<file path="src/rtl/ext_bus_pkg.sv">
// ####################
// Sizes, bus and register structs, DMA enums
// ####################
package ext_bus_pkg;

  localparam int unsigned ADDR_W             = 32;
  localparam int unsigned DATA_W             = 32;
  localparam int unsigned BE_W               = 4;
  localparam int unsigned MEM_WORDS          = 128;
  localparam int unsigned MEM_IDX_W          = 7;
  localparam int unsigned MEM_WAIT_CYCLES    = 3;
  localparam int unsigned MEM_WAIT_W         = $clog2(MEM_WAIT_CYCLES + 1);
  localparam int unsigned SWITCH_ACK_LATENCY = 15;
  localparam int unsigned NUM_DOMAINS        = 4;
  localparam int unsigned NUM_MASTERS        = 2;
  localparam int unsigned MST_IDX_W          = $clog2(NUM_MASTERS);
  localparam int unsigned REG_ADDR_W         = 5;

  localparam int unsigned HOST_IDX = 0;
  localparam int unsigned DMA_IDX  = 1;

  typedef struct packed {
    logic              req;
    logic              we;
    logic [BE_W-1:0]   be;
    logic [ADDR_W-1:0] addr;
    logic [DATA_W-1:0] wdata;
  } bus_req_t;

  typedef struct packed {
    logic              gnt;
    logic              rvalid;
    logic [DATA_W-1:0] rdata;
  } bus_rsp_t;

  // Single-cycle register strobe
  typedef struct packed {
    logic                  valid;
    logic                  write;
    logic [REG_ADDR_W-1:0] addr;
    logic [DATA_W-1:0]     wdata;
  } reg_req_t;

  typedef enum logic [REG_ADDR_W-1:0] {
    REG_SRC    = 5'h00,
    REG_DST    = 5'h04,
    REG_LEN    = 5'h08,
    REG_CTRL   = 5'h0C,
    REG_STATUS = 5'h10
  } dma_reg_e;

  typedef enum logic [1:0] {
    DMA_IDLE,
    DMA_READ,
    DMA_WRITE,
    DMA_DONE
  } dma_state_e;

endpackage

</file>
<file path="src/rtl/slow_memory.sv">
// ####################
// Slow word memory with fixed grant wait states
// ####################
`timescale 1ns/1ps

module slow_memory (
  input  logic                  clk_i,
  input  logic                  rst_i,
  input  ext_bus_pkg::bus_req_t req_i,
  output ext_bus_pkg::bus_rsp_t rsp_o
);

  logic [ext_bus_pkg::DATA_W-1:0]     mem_q [ext_bus_pkg::MEM_WORDS];
  logic [ext_bus_pkg::MEM_WAIT_W-1:0] wait_q;
  logic [ext_bus_pkg::MEM_IDX_W-1:0]  idx;
  logic [ext_bus_pkg::DATA_W-1:0]     rdata_q;
  logic                               rvalid_q;
  logic                               gnt;

  assign idx = req_i.addr[ext_bus_pkg::MEM_IDX_W+1:2];
  assign gnt = req_i.req &&
               (wait_q == ext_bus_pkg::MEM_WAIT_W'(ext_bus_pkg::MEM_WAIT_CYCLES));

  // Wait states count while the request is held
  always_ff @(posedge clk_i) begin
    if (rst_i) begin
      wait_q   <= '0;
      rvalid_q <= 1'b0;
    end else begin
      rvalid_q <= gnt;
      if (!req_i.req || gnt) begin
        wait_q <= '0;
      end else begin
        wait_q <= wait_q + 1'b1;
      end
    end
  end

  always_ff @(posedge clk_i) begin
    if (gnt) begin
      if (req_i.we) begin
        for (int b = 0; b < ext_bus_pkg::BE_W; b++) begin
          if (req_i.be[b]) begin
            mem_q[idx][8*b +: 8] <= req_i.wdata[8*b +: 8];
          end
        end
      end else begin
        rdata_q <= mem_q[idx];
      end
    end
  end

  assign rsp_o.gnt    = gnt;
  assign rsp_o.rvalid = rvalid_q;
  assign rsp_o.rdata  = rdata_q;

endmodule

</file>
<file path="src/rtl/bus_arbiter.sv">
// ####################
// Round-robin arbiter, host and DMA onto memory
// ####################
`timescale 1ns/1ps

module bus_arbiter (
  input  logic                                                 clk_i,
  input  logic                                                 rst_i,
  input  ext_bus_pkg::bus_req_t [ext_bus_pkg::NUM_MASTERS-1:0] mst_req_i,
  output ext_bus_pkg::bus_rsp_t [ext_bus_pkg::NUM_MASTERS-1:0] mst_rsp_o,
  output ext_bus_pkg::bus_req_t                                slv_req_o,
  input  ext_bus_pkg::bus_rsp_t                                slv_rsp_i
);

  logic [ext_bus_pkg::MST_IDX_W-1:0] last_q;
  logic [ext_bus_pkg::MST_IDX_W-1:0] sel_q;
  logic [ext_bus_pkg::MST_IDX_W-1:0] owner_q;
  logic [ext_bus_pkg::MST_IDX_W-1:0] pick;
  logic [ext_bus_pkg::MST_IDX_W-1:0] sel;
  logic                              locked_q;
  logic                              any_req;

  // Nearest requester after the last one served wins
  always_comb begin
    int unsigned cand;
    pick    = last_q;
    any_req = 1'b0;
    for (int k = ext_bus_pkg::NUM_MASTERS; k >= 1; k--) begin
      cand = (int'(last_q) + k) % ext_bus_pkg::NUM_MASTERS;
      if (mst_req_i[cand].req) begin
        pick    = ext_bus_pkg::MST_IDX_W'(cand);
        any_req = 1'b1;
      end
    end
  end

  assign sel       = locked_q ? sel_q : pick;
  assign slv_req_o = mst_req_i[sel];

  for (genvar i = 0; i < ext_bus_pkg::NUM_MASTERS; i++) begin : gen_rsp
    logic is_owner;
    assign is_owner = (owner_q == ext_bus_pkg::MST_IDX_W'(i));
    assign mst_rsp_o[i].gnt    = slv_rsp_i.gnt && (sel == ext_bus_pkg::MST_IDX_W'(i));
    assign mst_rsp_o[i].rvalid = slv_rsp_i.rvalid && is_owner;
    assign mst_rsp_o[i].rdata  = (slv_rsp_i.rvalid && is_owner) ? slv_rsp_i.rdata : '0;
  end

  always_ff @(posedge clk_i) begin
    if (rst_i) begin
      locked_q <= 1'b0;
      sel_q    <= '0;
      owner_q  <= '0;
      // Host goes first when both start together
      last_q   <= ext_bus_pkg::MST_IDX_W'(ext_bus_pkg::DMA_IDX);
    end else if (slv_rsp_i.gnt) begin
      locked_q <= 1'b0;
      last_q   <= sel;
      owner_q  <= sel;
    end else if (!locked_q && any_req) begin
      locked_q <= 1'b1;
      sel_q    <= pick;
    end
  end

endmodule

</file>
<file path="src/rtl/memcopy_dma.sv">
// ####################
// Memcopy DMA, register block and copy FSM
// ####################
`timescale 1ns/1ps

module memcopy_dma (
  input  logic                           clk_i,
  input  logic                           rst_i,
  input  ext_bus_pkg::reg_req_t          reg_req_i,
  output logic [ext_bus_pkg::DATA_W-1:0] reg_rdata_o,
  output ext_bus_pkg::bus_req_t          bus_req_o,
  input  ext_bus_pkg::bus_rsp_t          bus_rsp_i,
  output logic                           dma_done_intr_o
);

  ext_bus_pkg::dma_state_e        state_q;
  ext_bus_pkg::dma_reg_e          reg_sel;
  logic [ext_bus_pkg::ADDR_W-1:0] src_q;
  logic [ext_bus_pkg::ADDR_W-1:0] dst_q;
  logic [ext_bus_pkg::DATA_W-1:0] len_q;
  logic [ext_bus_pkg::DATA_W-1:0] remain_q;
  logic [ext_bus_pkg::DATA_W-1:0] buf_q;
  logic                           wait_q;
  logic                           busy;
  logic                           reg_wr;
  logic                           start;

  assign reg_sel = ext_bus_pkg::dma_reg_e'(reg_req_i.addr);
  assign reg_wr  = reg_req_i.valid && reg_req_i.write;
  assign busy    = (state_q == ext_bus_pkg::DMA_READ) || (state_q == ext_bus_pkg::DMA_WRITE);
  assign start   = reg_wr && (reg_sel == ext_bus_pkg::REG_CTRL) && !busy;

  assign dma_done_intr_o = (state_q == ext_bus_pkg::DMA_DONE);

  always_ff @(posedge clk_i) begin
    if (rst_i) begin
      state_q  <= ext_bus_pkg::DMA_IDLE;
      src_q    <= '0;
      dst_q    <= '0;
      len_q    <= '0;
      remain_q <= '0;
      wait_q   <= 1'b0;
    end else begin
      // Configuration is frozen during a copy
      if (reg_wr && !busy) begin
        case (reg_sel)
          ext_bus_pkg::REG_SRC: src_q <= reg_req_i.wdata;
          ext_bus_pkg::REG_DST: dst_q <= reg_req_i.wdata;
          ext_bus_pkg::REG_LEN: len_q <= reg_req_i.wdata;
          default: ;
        endcase
      end
      case (state_q)
        ext_bus_pkg::DMA_IDLE, ext_bus_pkg::DMA_DONE: begin
          state_q <= ext_bus_pkg::DMA_IDLE;
          if (start) begin
            remain_q <= len_q;
            state_q  <= (len_q == '0) ? ext_bus_pkg::DMA_DONE : ext_bus_pkg::DMA_READ;
          end
        end
        ext_bus_pkg::DMA_READ: begin
          if (bus_rsp_i.gnt) begin
            wait_q <= 1'b1;
          end
          if (bus_rsp_i.rvalid) begin
            wait_q  <= 1'b0;
            src_q   <= src_q + 4;
            state_q <= ext_bus_pkg::DMA_WRITE;
          end
        end
        ext_bus_pkg::DMA_WRITE: begin
          if (bus_rsp_i.gnt) begin
            wait_q <= 1'b1;
          end
          if (bus_rsp_i.rvalid) begin
            wait_q   <= 1'b0;
            dst_q    <= dst_q + 4;
            remain_q <= remain_q - 1'b1;
            // Last word written
            state_q  <= (remain_q == 1) ? ext_bus_pkg::DMA_DONE : ext_bus_pkg::DMA_READ;
          end
        end
        default: state_q <= ext_bus_pkg::DMA_IDLE;
      endcase
    end
  end

  always_ff @(posedge clk_i) begin
    if ((state_q == ext_bus_pkg::DMA_READ) && bus_rsp_i.rvalid) begin
      buf_q <= bus_rsp_i.rdata;
    end
  end

  // Request drops after gnt until rvalid
  always_comb begin
    bus_req_o       = '0;
    bus_req_o.req   = busy && !wait_q;
    bus_req_o.we    = (state_q == ext_bus_pkg::DMA_WRITE);
    bus_req_o.be    = '1;
    bus_req_o.addr  = (state_q == ext_bus_pkg::DMA_WRITE) ? dst_q : src_q;
    bus_req_o.wdata = buf_q;
  end

  always_comb begin
    reg_rdata_o = '0;
    case (reg_sel)
      ext_bus_pkg::REG_SRC:    reg_rdata_o = src_q;
      ext_bus_pkg::REG_DST:    reg_rdata_o = dst_q;
      ext_bus_pkg::REG_LEN:    reg_rdata_o = len_q;
      ext_bus_pkg::REG_STATUS: reg_rdata_o = {{(ext_bus_pkg::DATA_W-1){1'b0}}, busy};
      default: ;
    endcase
  end

endmodule

</file>
<file path="src/rtl/powergate_ack_delay.sv">
// ####################
// Switch cell acknowledge delay line
// ####################
`timescale 1ns/1ps

module powergate_ack_delay (
  input  logic                                clk_i,
  input  logic                                rst_i,
  input  logic [ext_bus_pkg::NUM_DOMAINS-1:0] switch_no,
  output logic [ext_bus_pkg::NUM_DOMAINS-1:0] switch_ack_no
);

  logic [ext_bus_pkg::NUM_DOMAINS-1:0] stage_q [ext_bus_pkg::SWITCH_ACK_LATENCY];

  // Active low, so ones mean switched off
  always_ff @(posedge clk_i) begin
    if (rst_i) begin
      for (int i = 0; i < ext_bus_pkg::SWITCH_ACK_LATENCY; i++) begin
        stage_q[i] <= '1;
      end
    end else begin
      stage_q[0] <= switch_no;
      for (int i = 1; i < ext_bus_pkg::SWITCH_ACK_LATENCY; i++) begin
        stage_q[i] <= stage_q[i-1];
      end
    end
  end

  assign switch_ack_no = stage_q[ext_bus_pkg::SWITCH_ACK_LATENCY-1];

endmodule

</file>
<file path="src/rtl/ext_subsystem.sv">
// ####################
// External subsystem top
// ####################
`timescale 1ns/1ps

module ext_subsystem (
  input  logic                                clk_i,
  input  logic                                rst_i,
  input  ext_bus_pkg::bus_req_t               host_req_i,
  output ext_bus_pkg::bus_rsp_t               host_rsp_o,
  input  ext_bus_pkg::reg_req_t               reg_req_i,
  output logic [ext_bus_pkg::DATA_W-1:0]      reg_rdata_o,
  output logic                                dma_done_intr_o,
  input  logic [ext_bus_pkg::NUM_DOMAINS-1:0] switch_no,
  output logic [ext_bus_pkg::NUM_DOMAINS-1:0] switch_ack_no
);

  ext_bus_pkg::bus_req_t [ext_bus_pkg::NUM_MASTERS-1:0] mst_req;
  ext_bus_pkg::bus_rsp_t [ext_bus_pkg::NUM_MASTERS-1:0] mst_rsp;
  ext_bus_pkg::bus_req_t                                mem_req;
  ext_bus_pkg::bus_rsp_t                                mem_rsp;

  assign mst_req[ext_bus_pkg::HOST_IDX] = host_req_i;
  assign host_rsp_o = mst_rsp[ext_bus_pkg::HOST_IDX];

  memcopy_dma dma_i (
    .clk_i           (clk_i),
    .rst_i           (rst_i),
    .reg_req_i       (reg_req_i),
    .reg_rdata_o     (reg_rdata_o),
    .bus_req_o       (mst_req[ext_bus_pkg::DMA_IDX]),
    .bus_rsp_i       (mst_rsp[ext_bus_pkg::DMA_IDX]),
    .dma_done_intr_o (dma_done_intr_o)
  );

  bus_arbiter arbiter_i (
    .clk_i     (clk_i),
    .rst_i     (rst_i),
    .mst_req_i (mst_req),
    .mst_rsp_o (mst_rsp),
    .slv_req_o (mem_req),
    .slv_rsp_i (mem_rsp)
  );

  slow_memory slow_ram_i (
    .clk_i (clk_i),
    .rst_i (rst_i),
    .req_i (mem_req),
    .rsp_o (mem_rsp)
  );

  powergate_ack_delay switch_delay_i (
    .clk_i         (clk_i),
    .rst_i         (rst_i),
    .switch_no     (switch_no),
    .switch_ack_no (switch_ack_no)
  );

endmodule

</file>
<file path="config.mk">
export PLATFORM = sky130hd
export DESIGN_NAME = ext_subsystem
export DESIGN_NICKNAME = d
export VERILOG_FILES = /design/src/rtl/ext_bus_pkg.sv /design/src/rtl/slow_memory.sv /design/src/rtl/bus_arbiter.sv /design/src/rtl/memcopy_dma.sv /design/src/rtl/powergate_ack_delay.sv /design/src/rtl/ext_subsystem.sv
export SDC_FILE = /design/constraint.sdc
export NUM_CORES = 2
export LEC_CHECK = 0
export BUFFER_PORTS_ARGS = -buffer_cell sky130_fd_sc_hd__buf_2
export CELL_PAD_IN_SITES_DETAIL_PLACEMENT = 1
export CELL_PAD_IN_SITES_GLOBAL_PLACEMENT = 1
export CORE_MARGIN = 4
export CORE_UTILIZATION = 55
export CTS_CLUSTER_SIZE = 24
export DETAILED_ROUTE_END_ITERATION = 12
export PLACE_DENSITY_LB_ADDON = 0.1
export SYNTH_ARGS = -nofsm -noshare
export SYNTH_HDL_FRONTEND = slang
export SYNTH_MEMORY_MAX_BITS = 65536
export SYNTH_SLANG_ARGS = --single-unit
</file>
<file path="constraint.sdc">
create_clock -name clk_i -period 13.3 [get_ports clk_i]
set_clock_uncertainty 0.1 [all_clocks]
set_input_delay 0.665 -clock clk_i [delete_from_list [all_inputs] [get_ports clk_i]]
set_output_delay 0.665 -clock clk_i [all_outputs]
set_load 0.1 [all_outputs]
</file>
Word-level counts from Yosys, hierarchy flattened

Memory sizes are Yosys's and may differ from the RTL's. A register that Yosys moved wholly into a read port is not among the register bits.
Index checks and enable logic that the tools add are counted.

$add $sub $neg: 6
Magnitude comparators: 3
Equality and inequality tests: 12
Muxes and demuxes: 67
Bitwise operators: 19
Reductions and logical operators: 33

Operators by type and width:

| kind                  | number |
|---|---|
| $mux 70               | 6 |
| $mux 32               | 12 |
| $pmux 32 s4           | 1 |
| $add 32x3->32 const B | 2 |
| $pmux 32 s2           | 1 |
| $mux 4                | 15 |
| $eq 32x1->1 const B   | 1 |
| $logic_not 32->1      | 1 |
| $sub 32x1->32 const B | 1 |
| $mux 1                | 26 |
| $or 1x1->1            | 15 |
| $logic_and 1x1->1     | 12 |
| $eq 5x4->1 const B    | 2 |
| $mux 2                | 5 |
| $reduce_and 2->1      | 5 |
| $reduce_or 2->1       | 4 |
| $eq 2x2->1 const B    | 3 |
| $lt 1x2->1 const B    | 3 |
| $pmux 2 s3            | 1 |
| $eq 5x3->1 const B    | 1 |
| $eq 5x5->1 const B    | 1 |
| $logic_not 5->1       | 1 |
| $logic_not 1->1       | 4 |
| $ne 2x1->1 const B    | 2 |
| other kinds (9)       | 15 |

Flip-flop bits (word level): 170
Memory bits (writable): 4156
Output and inout bits: 71
Memories kept: 2

Memory list:

| memory                 | depth | bits a word | rd ports | clocked after memory_dff | wr ports | line                      | source |
|---|---|---|---|---|---|---|---|
| slow_ram_i.mem_q       | 128   | 32          | 1        | 1                        | 1        | slow_memory.sv:13         | `logic [ext_bus_pkg::DATA_W-1:0] mem_q [ext_bus_pkg::MEM_WORDS];` |
| switch_delay_i.stage_q | 15    | 4           | 15       | 0                        | 15       | powergate_ack_delay.sv:13 | `logic [ext_bus_pkg::NUM_DOMAINS-1:0] stage_q [ext_bus_pkg::SWITCH_ACK_LATENCY];` |

Logic depth before layout (Yosys ltp)

Depth in word-level cells: 14
Mapped depth: 16
Mapped depth without buffers: 10

By module

Synthesis repeated with hierarchy kept, for this count alone.

Cell total of the unflattened synthesis: 11356
Area total of the unflattened synthesis: 173114.8 um2

By module, submodules not included:

| module              | instances | cells each | area an instance (um2) |
|---|---|---|---|
| slow_memory         | 1         | 9767       | 159793.3 |
| memcopy_dma         | 1         | 1119       | 9017.4 |
| bus_arbiter         | 1         | 340        | 2630.0 |
| powergate_ack_delay | 1         | 130        | 1674.1 |

Worst setup path before layout

OpenSTA, ideal clock, no wires.

Kind: input to output
Start: input port reg_req_i[36] in the netlist's numbering
End: output port reg_rdata_o[10] in the netlist's numbering
Arrival time: 4.003 ns
Data required time: 12.535 ns
Path slack: 8.532 ns
Stages on the path: 4
Path buffers: 1
Cells stage by stage: nor4_1 clkbuf_1 a22oi_1 o21ai_0

Word-level cells in the longest chain between the ends: 2

Ends and longest elaborated chain:

| what                               | line                | source |
|---|---|---|
| start, declared                    | ext_subsystem.sv:11 | `input ext_bus_pkg::reg_req_t reg_req_i,` |
| $eq 5x5->1 (tied with other cells) | memcopy_dma.sv:106  | `case (reg_sel)` |
| $pmux 32 s4 (*)                    | memcopy_dma.sv:106  |  |
| end, declared                      | ext_subsystem.sv:12 | `output logic [ext_bus_pkg::DATA_W-1:0] reg_rdata_o,` |

Every way passes the cells marked *; elsewhere a longest branch is shown, timed or not.

Final worst setup path

Start: register dma_i.state_q[0]
End: register slow_ram_i.rdata_q[28] in the netlist's numbering (read register of slow_ram_i.mem_q), data pin

Word-level cells in the longest chain between the ends: 12

Ends and longest elaborated chain:

| what                                            | line                                                     | source |
|---|---|---|
| start, declared                                 | memcopy_dma.sv:16                                        | `ext_bus_pkg::dma_state_e state_q;` |
| start signal, assigned                          | memcopy_dma.sv:37                                        | `state_q <= ext_bus_pkg::DMA_IDLE;` |
| start signal, assigned                          | memcopy_dma.sv:55                                        | `state_q <= ext_bus_pkg::DMA_IDLE;` |
| start signal, assigned                          | memcopy_dma.sv:58                                        | `state_q <= (len_q == '0) ? ext_bus_pkg::DMA_DONE : ext_bus_pkg::DMA_READ;` |
| $eq 2x1->1 or $eq 2x2->1 (tied branches)        | memcopy_dma.sv:30, memcopy_dma.sv:98, memcopy_dma.sv:100 |  |
| $logic_or 1x1->1                                | memcopy_dma.sv:30                                        | `assign busy = (state_q == ext_bus_pkg::DMA_READ) \|\| (state_q == ext_bus_pkg::DMA_WRITE);` |
| $logic_and 1x1->1                               | memcopy_dma.sv:97                                        | `bus_req_o.req = busy && !wait_q;` |
| $mux 70 (implied by the code) (2 in series)     | bus_arbiter.sv:30                                        | `if (mst_req_i[cand].req) begin` |
| $mux 1 (2 in series)                            | bus_arbiter.sv:30                                        |  |
| $mux 1                                          | bus_arbiter.sv:37                                        | `assign sel = locked_q ? sel_q : pick;` |
| $mux 70 (implied by the code) (*) (2 in series) | bus_arbiter.sv:38                                        | `assign slv_req_o = mst_req_i[sel];` |
| $logic_and 1x1->1 or $not 1->1 (tied branches)  | --                                                       |  |
| $reduce_and 2->1 (no line)                      | --                                                       |  |
| end, declared                                   | slow_memory.sv:16                                        | `logic [ext_bus_pkg::DATA_W-1:0] rdata_q;` |

Every way passes the cells marked *; elsewhere a longest branch is shown, timed or not. The select of a mux whose other input is x is not followed.
A chain may end at the register's enable or synchronous reset.

==> flow_summary.ini <==
[run_status]
status = complete, but fails checks
failed_checks = max-capacitance violations, max-slew violations

[yosys]
ys.flop_type = edfxtp_1
syn_nets = 11600
netlist-cell-type-count = 68
yosysWarningCount = 0
syn_inst = 11500
synth_edf_count = 4160
ys_seq_area_frac = 0.737
async_reset_ff_frac = 0
synth_area_sq_um = 175000
ys_ff_latch = 4358
syn_avg_cell_area_sq_um = 15.2

[routing]
via_per_inst = 7.15
wl_mm = 564
drt-wirelength-per-cell_um = 35.5
drc = 0
firstDrtPassIters = 6
drt-initial-drc-count = 14900
vias = 114000
ant_nets = 0

[pwr]
p_switching_mw = 8.95
p_sw_frac = 0.273
ir_drop_uv = 141
power_frac_comb = 0.147
p_int_mw = 23.8
p_per_area_nw_per_um2 = 169
power_mw = 32.8
power_frac_clock = 0.376
pwr-share-seq = 0.477
leakage_nw = 60.4

[timing]
setup_viol = 0
fmax_mhz = 135
grt_setup_unrepaired = false
tightest_slew_ns = 1.55
max_slew_margin = -0.0366
hold_violations = 0
period_share = 0.555
period_minus_slack_ns = 7.38
finalSetupTns_ns = 0
slew_viol_final = 10

[layout]
final_common_cell = edfxtp_1
utilization = 0.614
area_growth_pct = 10.8
layout.nets = 11500
nFillCells = 27900
mostFrequentLayoutCells = 4,160 x edfxtp_1, 1,070 x a22oi_1, 651 x nor2_1, 584 x mux2i_1, 580 x o211ai_1
drive_gt1_frac = 0.103
final_area_sq_um = 194000

[global_route]
grt_max_degree = 146
grt_antenna_before_repair = 23
grt_pass1_wl_mm = 814
grt_use_met1 = 0.466
overflow = 0
use_met2 = 0.540
gr-usage-met3 = 0.0613
top_usage_layer = met2
grt_pass1_vias = 116000
grt.total_usage = 0.338

[clock_network]
max-clock-path-buffers = 4
cts_buffers = 441
cts_setup_buffers = 0
cts.clk_slew.worst_paths_ns = 0.06
clock-sinks = 4358
cts_max_level = 5
cts_tree = done
clk_latency_ns = 1.00
cts-root-buf = clkbuf_16
cts.repair.resized = 0

[worst_setup_path]
worstPathRequired_ns = 13.94
r2r_cells = 16
r2r-end = slow_ram_i.rdata_q[28]
crit_start = dma_i.state_q[0]
cp-endpoint = slow_ram_i.rdata_q[28]
r2r_start = dma_i.state_q[0]
r2r_slack_ns = 5.92
setup.worst_path.class = reg2reg
path_max_fanout = 56
end_kind = register
worstPathArrival_ns = 8.02
start_kind = register

[placed_design]
dp_hpwl_mm = 324
place.gp.congestion = 0.838
placed_cell_area_sq_um = 179000
io_buffers = 160

[floorplan]
initial_utilization = 0.554
core_area_sq_um = 316000
die-area_sq_um = 327000
io_pins = 186
rows = 206
die_height_um = 572
die-width_um = 572

[job]
max_cap_viol_count = 1

[hold_path]
hp-class = in2reg
[power by group through the flow]
stage               clock (mW)  combinational (mW)  sequential (mW)
CTS                       12.4                4.73             15.6
finish                    12.3                4.81             15.7
detailed placement           0                4.69             15.9
global placement             0                4.53             15.9
global route              13.0                5.00             15.6
floorplan                    0                2.68             16.0
[cells in the mapped netlist, types with 5 or more instances]
cell type | count | area, sq um
o21ai_0 | 89 | 445
a2111oi_0 | 203 | 1780
nor3b_1 | 5 | 37.5
and3_1 | 59 | 369
a311oi_1 | 10 | 87.6
buf_1 | 119 | 447
and4_1 | 5 | 43.8
buf_2 | 192 | 961
o2111ai_1 | 28 | 245
o211ai_1 | 580 | 4350
or4_1 | 5 | 37.5
a211oi_1 | 25 | 188
a31o_2 | 8 | 70.1
nand2b_1 | 5 | 31.3
nand4_1 | 7 | 43.8
ha_1 | 9 | 113
clkbuf_1 | 669 | 2510
edfxtp_1 | 4160 | 125000
nor3_1 | 34 | 170
mux2i_1 | 591 | 5920
o31ai_1 | 91 | 683
or2_2 | 60 | 375
mux2_2 | 9 | 101
a31oi_1 | 336 | 2100
dfxtp_1 | 198 | 3960
nor2_1 | 661 | 2480
nor2b_1 | 5 | 31.3
or3_1 | 6 | 37.5
o22ai_1 | 13 | 81.3
nand2_1 | 506 | 1900
inv_1 | 13 | 48.8
a22oi_1 | 1070 | 8030
a21oi_1 | 103 | 515
a22o_1 | 414 | 3630
and2_1 | 46 | 288
nand3_1 | 571 | 2860
nand3b_1 | 90 | 676
o31a_1 | 10 | 87.6
nor4_1 | 51 | 319
a221oi_1 | 333 | 2920
buf_4 | 60 | 450
[metrics by stage]
stage	setup WS (ns)	hold slack, ns	instances
floorplan	8.53	0.289	11500
global placement	6.24	0.294	15000
detailed placement	6.12	0.295	15000
CTS	6.05	0.111	15900
global route	5.86	0.173	15900
finish	5.92	0.150	15900
[logic make-up (layout without fill, tap and decap cells)]
kind of cell | Yosys count | in the layout | share of synthesized area
other cells | 0 | 7 | 0
flops | 4358 | 4358 | 0.737
fa+ha+maj | 9 | 9 | 0.000644
buf+inv | 1059 | 1266 | 0.0255
compound gates | 3341 | 3341 | 0.146
mux | 601 | 601 | 0.0345
simple gates | 2134 | 2134 | 0.0564
[worst min-delay path by stage]
| stage | start | depth (start not counted) | end |
|---|---|---|---|
| finish | rst_i | 2 | dma_i.src_q[28] |
| global route | rst_i | 2 | dma_i.remain_q[12] |
| CTS | rst_i | 2 | dma_i.remain_q[12] |
| detailed placement | switch_delay_i.stage_q[0][23] | 1 | switch_delay_i.stage_q[0][27] |
| global placement | switch_delay_i.stage_q[1][21] | 1 | switch_delay_i.stage_q[1][25] |
| floorplan | switch_delay_i.stage_q[0][6] | 1 | switch_delay_i.stage_q[0][10] |
[worst max-delay path, cell delays in order, from the launching register on]
cell and delay (ns):
dfxtp_1 0.42, inv_1 0.11, ha_4 0.38, nor3_2 0.08
o31ai_4 0.21, buf_4 0.81, buf_4 0.71, mux2i_4 0.69
buf_4 0.67, buf_4 0.63, buf_4 0.74, a22o_1 0.25
a221oi_1 0.07, a31oi_1 0.39, nor4_1 0.18, buf_4 0.20
o2111ai_1 0.31
[flip-flops by register name, indices dropped and copies added (netlist names), 2 cells and up]
register and flops:
dma_i.src_q 32, dma_i.buf_q 32, switch_delay_i.stage_q 60, dma_i.dst_q 32, slow_ram_i.mem_q 4096, slow_ram_i.wait_q 2
dma_i.remain_q 32, dma_i.state_q 2, dma_i.len_q 32, slow_ram_i.rdata_q 32
[per-layer routing]
metal | up-vias | part of all wire
met5 | - | 0.00012
met1 | 59200 | 0.39
met3 | 1098 | 0.097
met4 | 10 | 0.045
met2 | 6588 | 0.47
li1 | 46700 | -
[timing repair]
| action | in CTS | in global routing |
|---|---|---|
| endpoints found under the setup margin | 0 | 0 |
| endpoints found under the hold margin | 101 | 0 |
| hold buffers | 37 | 0 |
[cell type report]
| class | instances | area (sq um) | area share |
|---|---|---|---|
| Clock inverter | 294 | 2680 | 0.0138 |
| Clock buffer | 524 | 11500 | 0.0594 |
| Tap cell | 4160 | 5200 | 0.0269 |
| Multi-Input combinational cell | 6085 | 42100 | 0.217 |
| Antenna cell | 7 | 17.5 | 0.0000904 |
| Inverter | 14 | 52.6 | 0.000271 |
| Timing Repair Buffer | 434 | 3330 | 0.0172 |
| Sequential cell | 4358 | 129000 | 0.665 |
(Power assumes the default switching activity.)
